File: src/design/rd_test_pkg.sv
`default_nettype none

package rd_test_pkg;

	// ########################################################################
	// Widths and lane layout

	localparam int lanes = 8;           // Expected-data byte lanes
	localparam int beat_addr_step = 8;  // Address advance per beat
	localparam int len_w = 4;           // Burst is length plus one beats
	localparam int id_w = 4;
	localparam int err_cnt_w = 8;
	localparam int prbs_seed_w = 15;    // PRBS15 register

	// ########################################################################
	// Encodings

	// Read request FSM
	typedef enum logic [1:0] {
		st_idle = 2'd0,
		st_req  = 2'd1,
		st_wait = 2'd2
	} test_state_t;

	// Expected-data mode
	typedef enum logic [1:0] {
		mode_pattern = 2'd0,
		mode_prbs    = 2'd1,
		mode_incr    = 2'd2
	} exp_mode_t;

endpackage

`default_nettype wire

File: src/design/rd_req_ctrl.sv
`timescale 1ns/10ps
`default_nettype none

module rd_req_ctrl #(
	parameter int addr_w = 28
) (
	input  wire                             clk,
	input  wire                             rst_n,
	input  wire                             read_en,
	input  wire [addr_w-1:0]                rd_addr,
	input  wire [rd_test_pkg::len_w-1:0]    rd_len,
	input  wire [rd_test_pkg::id_w-1:0]     rd_id,
	input  wire                             rd_ap,
	input  wire                             arready,
	input  wire                             rvalid,
	output logic [addr_w-1:0]               araddr,
	output logic [rd_test_pkg::len_w-1:0]   arlen,
	output logic [rd_test_pkg::id_w-1:0]    arid,
	output logic                            ar_ap,
	output logic                            arvalid,
	output logic                            read_done,
	output logic                            busy,
	output logic                            addr_load,
	output rd_test_pkg::test_state_t        test_state
);

	import rd_test_pkg::*;

	localparam int cnt_w = 16;

	logic [cnt_w-1:0] req_cnt;  // Beats asked for since reset
	logic [cnt_w-1:0] ret_cnt;  // Beats returned since reset
	logic             finished;
	logic             take;
	logic             accept;

	assign finished = (req_cnt == ret_cnt);
	assign take = read_en && (test_state == st_idle) && finished;
	assign accept = arvalid && arready;
	assign busy = (test_state != st_idle);

	always_ff @(posedge clk or negedge rst_n) begin
		if (!rst_n) begin
			test_state <= st_idle;
			arvalid <= 1'b0;
			read_done <= 1'b0;
			addr_load <= 1'b0;
		end else begin
			read_done <= accept;
			addr_load <= take;  // Fields are captured on this same edge
			if (take) begin
				arvalid <= 1'b1;
			end else if (accept) begin
				arvalid <= 1'b0;
			end
			case (test_state)
				st_idle: begin
					if (take) begin
						test_state <= st_req;
					end
				end
				st_req: begin
					if (accept) begin
						test_state <= st_wait;
					end
				end
				st_wait: begin
					if (finished) begin
						test_state <= st_idle;
					end
				end
				default: test_state <= st_idle;
			endcase
		end
	end

	// Held stable while arvalid waits for arready
	always_ff @(posedge clk) begin
		if (take) begin
			araddr <= rd_addr;
			arlen <= rd_len;
			arid <= rd_id;
			ar_ap <= rd_ap;
		end
	end

	always_ff @(posedge clk or negedge rst_n) begin
		if (!rst_n) begin
			req_cnt <= '0;
			ret_cnt <= '0;
		end else begin
			if (accept) begin
				req_cnt <= req_cnt + cnt_w'(arlen) + 1'b1;
			end
			if (rvalid) begin
				ret_cnt <= ret_cnt + 1'b1;
			end
		end
	end

endmodule

`default_nettype wire

File: src/design/rd_beat_addr.sv
`timescale 1ns/10ps
`default_nettype none

module rd_beat_addr #(
	parameter int addr_w = 28
) (
	input  wire               clk,
	input  wire               rst_n,
	input  wire               addr_load,
	input  wire [addr_w-1:0]  araddr,
	input  wire               rvalid,
	output logic [addr_w-1:0] beat_addr
);

	import rd_test_pkg::*;

	localparam logic [addr_w-1:0] step = addr_w'(beat_addr_step);

	// ########################################################################
	// Beat address
	//
	// The address moves on the edge that ends a beat, so the next beat
	// already sees its own address

	always_ff @(posedge clk or negedge rst_n) begin
		if (!rst_n) begin
			beat_addr <= '0;
		end else if (addr_load) begin
			beat_addr <= araddr;  // Start of a new burst
		end else if (rvalid) begin
			beat_addr <= beat_addr + step;
		end
	end

endmodule

`default_nettype wire

File: src/design/rd_exp_gen.sv
`timescale 1ns/10ps
`default_nettype none

module rd_exp_gen #(
	parameter int                                dq_w = 16,
	parameter logic [rd_test_pkg::lanes*8-1:0]   data_pattern = 64'h807f_aa55_807f_aa55
) (
	input  wire [rd_test_pkg::prbs_seed_w-1:0]   beat_addr,
	input  rd_test_pkg::exp_mode_t               exp_mode,
	output logic [dq_w*8-1:0]                    exp_data
);

	import rd_test_pkg::*;

	localparam int dq_num = dq_w / 8;        // Copies of each lane byte
	localparam int prbs_bits = lanes * 8;

	logic [prbs_seed_w-1:0] lfsr;
	logic [prbs_bits-1:0]   prbs_word;
	logic [7:0]             lane_byte [lanes];

	// ########################################################################
	// PRBS15, x^15 + x^14 + 1, reseeded from the beat address every beat

	always_comb begin
		lfsr = {beat_addr[prbs_seed_w-1:1], 1'b1};  // Bit 0 forced so the seed is never zero
		for (int n = 0; n < prbs_bits; n++) begin
			prbs_word[n] = lfsr[14] ^ lfsr[13];
			lfsr = {lfsr[13:0], prbs_word[n]};
		end
	end

	// ########################################################################
	// Lane bytes and replication across the DQ bytes

	always_comb begin
		for (int i = 0; i < lanes; i++) begin
			case (exp_mode)
				mode_prbs: lane_byte[i] = prbs_word[i*8 +: 8];
				mode_incr: lane_byte[i] = prbs_word[7:0] + 8'(i);
				default:   lane_byte[i] = data_pattern[i*8 +: 8];
			endcase
		end
	end

	always_comb begin
		for (int i = 0; i < lanes; i++) begin
			for (int j = 0; j < dq_num; j++) begin
				exp_data[(i*dq_num+j)*8 +: 8] = lane_byte[i];
			end
		end
	end

endmodule

`default_nettype wire

File: src/design/rd_data_check.sv
`timescale 1ns/10ps
`default_nettype none

module rd_data_check #(
	parameter int dq_w = 16
) (
	input  wire                                 clk,
	input  wire                                 rst_n,
	input  wire                                 rvalid,
	input  wire [dq_w*8-1:0]                    rdata,
	input  wire [dq_w*8-1:0]                    exp_data,
	input  wire                                 manu_clear,
	output logic [rd_test_pkg::err_cnt_w-1:0]   err_cnt,
	output logic                                err_flag,
	output logic [dq_w*8-1:0]                   err_data_out,
	output logic [dq_w*8-1:0]                   exp_data_out,
	output logic [dq_w*8-1:0]                   err_mask_out
);

	import rd_test_pkg::*;

	localparam int data_w = dq_w * 8;

	logic              vld_d1;
	logic [data_w-1:0] rdata_d1;
	logic [data_w-1:0] exp_d1;
	logic              err_d2;    // Beat in stage two mismatched
	logic [data_w-1:0] rdata_d2;
	logic [data_w-1:0] exp_d2;
	logic [data_w-1:0] mask_d2;
	logic              clr_d1;
	logic              clr_d2;

	// ########################################################################
	// Compare pipeline

	always_ff @(posedge clk) begin
		rdata_d1 <= rdata;
		exp_d1 <= exp_data;
		rdata_d2 <= rdata_d1;
		exp_d2 <= exp_d1;
		mask_d2 <= rdata_d1 ^ exp_d1;
	end

	always_ff @(posedge clk or negedge rst_n) begin
		if (!rst_n) begin
			vld_d1 <= 1'b0;
			err_d2 <= 1'b0;
			clr_d1 <= 1'b0;
			clr_d2 <= 1'b0;
		end else begin
			vld_d1 <= rvalid;
			err_d2 <= vld_d1 && (rdata_d1 != exp_d1);
			clr_d1 <= manu_clear;  // Clear comes from another clock domain
			clr_d2 <= clr_d1;
		end
	end

	// ########################################################################
	// Error count, sticky flag and first-error capture

	always_ff @(posedge clk or negedge rst_n) begin
		if (!rst_n) begin
			err_cnt <= '0;
			err_flag <= 1'b0;
		end else if (clr_d2) begin
			err_cnt <= '0;
			err_flag <= 1'b0;
		end else if (err_d2) begin
			if (err_cnt != {err_cnt_w{1'b1}}) begin
				err_cnt <= err_cnt + 1'b1;
			end
			err_flag <= 1'b1;
		end
	end

	always_ff @(posedge clk) begin
		if (err_d2 && !err_flag && !clr_d2) begin
			err_data_out <= rdata_d2;
			exp_data_out <= exp_d2;
			err_mask_out <= mask_d2;
		end
	end

endmodule

`default_nettype wire

File: src/design/rd_test_top.sv
`timescale 1ns/10ps
`default_nettype none

module rd_test_top #(
	parameter int                                addr_w = 28,
	parameter int                                dq_w = 16,
	parameter logic [rd_test_pkg::lanes*8-1:0]   data_pattern = 64'h807f_aa55_807f_aa55
) (
	input  wire                                 clk,
	input  wire                                 rst_n,
	input  wire                                 read_en,
	input  wire [addr_w-1:0]                    rd_addr,
	input  wire [rd_test_pkg::len_w-1:0]        rd_len,
	input  wire [rd_test_pkg::id_w-1:0]         rd_id,
	input  wire                                 rd_ap,
	input  rd_test_pkg::exp_mode_t              exp_mode,
	input  wire                                 manu_clear,
	output wire [addr_w-1:0]                    araddr,
	output wire [rd_test_pkg::len_w-1:0]        arlen,
	output wire [rd_test_pkg::id_w-1:0]         arid,
	output wire                                 ar_ap,
	output wire                                 arvalid,
	input  wire                                 arready,
	input  wire                                 rvalid,
	input  wire [dq_w*8-1:0]                    rdata,
	output wire                                 read_done,
	output wire                                 busy,
	output rd_test_pkg::test_state_t            test_state,
	output wire [rd_test_pkg::err_cnt_w-1:0]    err_cnt,
	output wire                                 err_flag,
	output wire [dq_w*8-1:0]                    err_data_out,
	output wire [dq_w*8-1:0]                    exp_data_out,
	output wire [dq_w*8-1:0]                    err_mask_out
);

	wire                addr_load;
	wire [addr_w-1:0]   beat_addr;
	wire [dq_w*8-1:0]   exp_data;

	rd_req_ctrl #(.addr_w(addr_w)) u_req_ctrl (
		.clk        (clk),
		.rst_n      (rst_n),
		.read_en    (read_en),
		.rd_addr    (rd_addr),
		.rd_len     (rd_len),
		.rd_id      (rd_id),
		.rd_ap      (rd_ap),
		.arready    (arready),
		.rvalid     (rvalid),
		.araddr     (araddr),
		.arlen      (arlen),
		.arid       (arid),
		.ar_ap      (ar_ap),
		.arvalid    (arvalid),
		.read_done  (read_done),
		.busy       (busy),
		.addr_load  (addr_load),
		.test_state (test_state)
	);

	rd_beat_addr #(.addr_w(addr_w)) u_beat_addr (
		.clk        (clk),
		.rst_n      (rst_n),
		.addr_load  (addr_load),
		.araddr     (araddr),
		.rvalid     (rvalid),
		.beat_addr  (beat_addr)
	);

	// Only the low address bits seed the PRBS
	rd_exp_gen #(.dq_w(dq_w), .data_pattern(data_pattern)) u_exp_gen (
		.beat_addr  (beat_addr[rd_test_pkg::prbs_seed_w-1:0]),
		.exp_mode   (exp_mode),
		.exp_data   (exp_data)
	);

	rd_data_check #(.dq_w(dq_w)) u_data_check (
		.clk          (clk),
		.rst_n        (rst_n),
		.rvalid       (rvalid),
		.rdata        (rdata),
		.exp_data     (exp_data),
		.manu_clear   (manu_clear),
		.err_cnt      (err_cnt),
		.err_flag     (err_flag),
		.err_data_out (err_data_out),
		.exp_data_out (exp_data_out),
		.err_mask_out (err_mask_out)
	);

endmodule

`default_nettype wire

File: config.mk
export PLATFORM = sky130hd
export DESIGN_NAME = rd_test_top
export DESIGN_NICKNAME = d
export VERILOG_FILES = /design/src/design/rd_test_pkg.sv /design/src/design/rd_req_ctrl.sv /design/src/design/rd_beat_addr.sv /design/src/design/rd_exp_gen.sv /design/src/design/rd_data_check.sv /design/src/design/rd_test_top.sv
export SDC_FILE = /design/constraint.sdc
export NUM_CORES = 1
export LEC_CHECK = 0
export ABC_AREA = 1
export BUFFER_PORTS_ARGS = -buffer_cell sky130_fd_sc_hd__buf_2
export CORE_UTILIZATION = 55
export DETAILED_ROUTE_END_ITERATION = 10
export GPL_TIMING_DRIVEN = 1
export PLACE_DENSITY = 0.88
export SLEW_MARGIN = 20
export SYNTH_ARGS = -nofsm -noshare
export SYNTH_HDL_FRONTEND = slang
export SYNTH_HIERARCHICAL = 1
export SYNTH_SLANG_ARGS = --single-unit
File: constraint.sdc
create_clock -name clk -period 30.3 [get_ports clk]
set_input_delay 4.545 -clock clk [delete_from_list [all_inputs] [get_ports clk]]
set_output_delay 4.545 -clock clk [all_outputs]
set_load 0.02 [all_outputs]
* Yosys cells after proc, flatten, opt, wreduce, memory -nomap -nowiden *
Cells that the tools add are included.

storage, ports and cells
  register bits = 1139
  output and inout bits = 435

operators by class
  $add $sub $neg = 12
  equal/unequal tests = 10
  multiplexer cells = 21
  bitwise gates (word level) = 65
  reduce and logical (&&, ||, !) cells = 17

operator list
  operator                                                                  count
  128-bit inequality test                                                   1
  128-bit XOR                                                               1
  8-bit one-hot mux with 2 select lines                                     7
  1-bit XOR                                                                 62
  28-bit two-way mux                                                        2
  16-bit by 1-bit adder with 16-bit output (second input constant)          2
  8-bit by 3-bit adder with 8-bit output (second input constant)            4
  8-bit two-way mux                                                         4
  28-bit by 4-bit adder with 28-bit output (second input constant)          1
  16-bit by 4-bit adder with 16-bit output                                  1
  8-bit by 1-bit adder with 8-bit output (second input constant)            2
  8-bit by 2-bit adder with 8-bit output (second input constant)            2
  16-bit == test                                                            1
  2-bit nonzero test                                                        5
  8-bit inequality test (second input constant)                             1
  1-bit logical AND                                                         6
  2-bit two-way mux                                                         3
  2-bit by 1-bit inequality test with 1-bit output (second input constant)  3
  2-bit one-hot mux with 3 select lines                                     1
  2-bit by 1-bit == test with 1-bit output (second input constant)          2
  2-bit == test (second input constant)                                     2
  1-bit two-way mux                                                         4
  3-bit AND reduction                                                       1
  1-bit zero test                                                           2
  4 further kinds                                                           5

* Depth between registers and ports, before layout *
  word-level depth = 6
  depth in mapped cells = 14
  mapped depth without buffers = 12

* Modules after synthesis *
The synthesis kept the hierarchy.

modules (own cells, without submodules)
  module         instances  cells an instance  area an instance (um2)
  rd_data_check  1          1689               27556.4
  rd_req_ctrl    1          332                3348.2
  rd_exp_gen     1          474                2570.0
  rd_beat_addr   1          258                1833.0

* Worst setup path after synthesis *
OpenSTA, ideal clock, no wires.

  path kind = register -> register
  from = register u_data_check.err_flag
  to = register u_data_check.err_data_out[0] (enable)
  library setup time = 1.600 ns
  arrival time = 26.533 ns
  data required time = 28.700 ns
  slack = 2.167 ns
  cell stages (with the launch flop) = 2
  clock period less this slack = 28.133 ns
  cell sequence = dfrtp_1 > nor3_1

on the way
  word-level cells in the longest chain between the ends = 3

RTL lines
  what                            line                 RTL
  from (decl)                     rd_data_check.sv:14  output logic err_flag,
  from (signal assigned)          rd_data_check.sv:65  err_flag <= 1'b0;
  from (signal assigned)          rd_data_check.sv:68  err_flag <= 1'b0;
  from (signal assigned)          rd_data_check.sv:73  err_flag <= 1'b1;
  1-bit zero test                 rd_data_check.sv:78  if (err_d2 && !err_flag && !clr_d2) begin
  1-bit logical AND (2 in a row)  rd_data_check.sv:78
  to (signal assigned)            rd_data_check.sv:79  err_data_out <= rdata_d2;
  to (decl)                       rd_data_check.sv:15  output logic [dq_w*8-1:0] err_data_out,

Every way passes these cells.
A chain may end at the register's enable or synchronous reset.

* Final worst setup path *
  from = input port exp_mode[1]
  to = register u_data_check.exp_d1[84]

on the way
  word-level cells in the longest chain between the ends = 2

RTL lines
  what                                                                       line                 RTL
  from (decl)                                                                rd_test_top.sv:16    input rd_test_pkg::exp_mode_t exp_mode,
  2-bit == test or 2-bit by 1-bit == test with 1-bit output (tied branches)  rd_exp_gen.sv:38     case (exp_mode)
  8-bit one-hot mux with 2 select lines *                                    rd_exp_gen.sv:38
  named net exp_data[84]                                                     rd_test_top.sv:38    wire [dq_w*8-1:0] exp_data;
  to (signal assigned)                                                       rd_data_check.sv:39  exp_d1 <= exp_data;
  to (decl)                                                                  rd_data_check.sv:26  logic [data_w-1:0] exp_d1;

Mark *: on every way through the listed nets, which the timed path passes. The rest lies on a longest branch.

==> flow_metrics.env <==
export IMPL_syn_area_per_cell_um2=13.2
export IMPL_grt_util_all_layers=0.263
export IMPL_hold_class="flop to flop"
export IMPL_pin_count=608
export IMPL_post_cts_resized=0
export IMPL_place_hpwl_um=60800
export IMPL_grt_antenna_before_repair=10
export IMPL_numCtsBuffers=103
export IMPL_setup_viol=0
export IMPL_relSlewSlack=0.282
export IMPL_hold_violations=0
export IMPL_syn_nets=2791
export IMPL_post_place_ws_ns=23.14
export IMPL_core_area_um2=61700
export IMPL_clkSinkCount=1125
export IMPL_r2r_end="u_data_check/err_mask_out[69]"
export IMPL_first_iter_violations=1518
export IMPL_slew_viol_final=0
export IMPL_cts_tree="yes"
export IMPL_crit_arrival_ns=7.17
export IMPL_clockBufferDepth=3
export IMPL_gr_total_overflow=0
export IMPL_num_nets_final=3414
export IMPL_avgRoutedWirePerCell_um=20.5
export IMPL_reg2reg_from="u_data_check/err_d2"
export IMPL_grt_start_max_net_pins=154
export IMPL_worst_pin_slew_ns=1.08
export IMPL_io_buffers=607
export IMPL_synth_warnings=6
export IMPL_period_share=0.219
export IMPL_finalSetupTns_ns=0
export IMPL_maxCapViolations=0
export IMPL_place_congestion=0.911
export IMPL_hold_buffers=0
export IMPL_dieArea_um2=63400
export IMPL_start_kind="input pin"
export IMPL_wl_um=85200
export IMPL_period_needed_ns=6.62
export IMPL_drc_errors=0
export IMPL_worstPathRequired_ns=30.85
export IMPL_hold_ws_ns=0.346
export IMPL_initial_core_util=0.556
export IMPL_dieWidth_um=252
export IMPL_final_common_cell="dfxtp_1"
export IMPL_grt_pass1_vias=20127
export IMPL_cp_max_fo=24
export IMPL_die_h_um=252
export IMPL_drt_first_pass_iters=5
export IMPL_netlist_instances=2605
export IMPL_hp_start="u_data_check/clr_d1"
export IMPL_reg2regPathDepth=5
export IMPL_htree_num_levels=3
export IMPL_clk_transition_reported_paths_ns=0.06
export IMPL_finish_utilization=0.673
export IMPL_antenna_left=0
export IMPL_rrSetupSlack_ns=25.81
export IMPL_final_cell_mix="dfxtp_1, buf_2, nand2_1, edfxtp_1, inv_1"
export IMPL_finClkSkew_ns=0.0451
export IMPL_hold_depth=0
export IMPL_fin_ws_ns=23.68
export IMPL_leakagePower_nw=18.2
export IMPL_fmax_ghz=0.151
export IMPL_critPathKind="input pin to flop"
export IMPL_power_density_nw_per_um2=85.7
export IMPL_via_per_inst=4.91
export IMPL_num_rows=91
export IMPL_netlist_area_um2=34300
export IMPL_postCtsSetupBuffers=0
export IMPL_grt_pass1_wl_um=122000
export IMPL_rsz0062_at_grt="no"
export IMPL_cts_root_buf="clkbuf_16"
export IMPL_drive_gt1_frac=0.260
export IMPL_peakVddDrop_v=0.0000560
export IMPL_status="complete, no violations"
export IMPL_hold_end="u_data_check/clr_d2"
export IMPL_end_kind="flop"
export IMPL_vias=20418
export IMPL_syn_to_final_growth_pct=21.0
export IMPL_clock_latency_ns=0.67
==> metal layers <==
metal | global-route usage | vias up | wire length [um]
li1 | - | 9512 | -
met1 | 0.297 | 9733 | 31200
met2 | 0.474 | 949 | 44400
met3 | 0.0582 | 216 | 6060
met4 | 0.118 | 8 | 3410
met5 | 0 | - | 57
==> power by group <==
group / total, mW / switching (mW) / internal [mW]
combinational: 0.350 / 0.242 / 0.107
clock: 1.36 / 0.572 / 0.785
sequential: 1.85 / 0.108 / 1.74
total: 3.56 / 0.922 / 2.64
==> worst max-delay path, cell delays in order <==
cell,delay [ns]
buf_2,0.11
inv_1,0.05
ha_1,0.68
inv_1,0.68
nor2_1,0.30
clkinv_1,0.35
a21oi_1,0.22
o21ai_0,0.10
o21ai_1,0.12
==> cell type report <==
| cell class | instances | area, um^2 |
|---|---|---|
| fillers | 4184 | 20200 |
| diodes | 6 | 15.0 |
| flip-flops and latches | 1125 | 27100 |
| clock inverters | 56 | 732 |
| clock buffers | 139 | 2940 |
| well taps | 837 | 1050 |
| inverters | 340 | 1280 |
| repair buffers | 615 | 3110 |
| multi-input cells | 1043 | 5370 |
==> per-stage QoR <==
| step | instance area [um^2] | power, mW | instances |
|---|---|---|---|
| detailed placement | 37900 | 2.22 | 3960 |
| floorplan | 34300 | 2.10 | 2605 |
| global placement | 37900 | 2.20 | 3960 |
| finish | 41500 | 3.56 | 4161 |
| CTS | 41500 | 3.58 | 4155 |
| global route | 41500 | 3.68 | 4161 |
==> sequential cells by signal (all words and copies together), names as in the netlist, 28 cells and up <==
signal and count:
u_data_check/mask_d2 128, u_data_check/rdata_d2 128, u_data_check/rdata_d1 128, u_data_check/err_data_out 128, u_req_ctrl/araddr 28, u_data_check/err_mask_out 128, u_data_check/exp_d2 128, u_data_check/exp_data_out 128
u_data_check/exp_d1 128
==> worst max-delay path by stage <==
stage / endpoint / cells past startpoint / startpoint / slack [ns]
detailed placement: u_data_check/exp_d1[92] / 9 / exp_mode[1] / 23.14
global route: u_data_check/exp_d1[84] / 9 / exp_mode[1] / 23.49
finish: u_data_check/exp_d1[84] / 9 / exp_mode[1] / 23.68
floorplan: u_data_check/err_data_out[0] / 1 / u_data_check/err_flag / 2.17
global placement: u_data_check/exp_d1[67] / 9 / exp_mode[1] / 23.26
CTS: u_data_check/exp_d1[84] / 9 / exp_mode[1] / 23.81
Power figures use the tool's default switching activity.
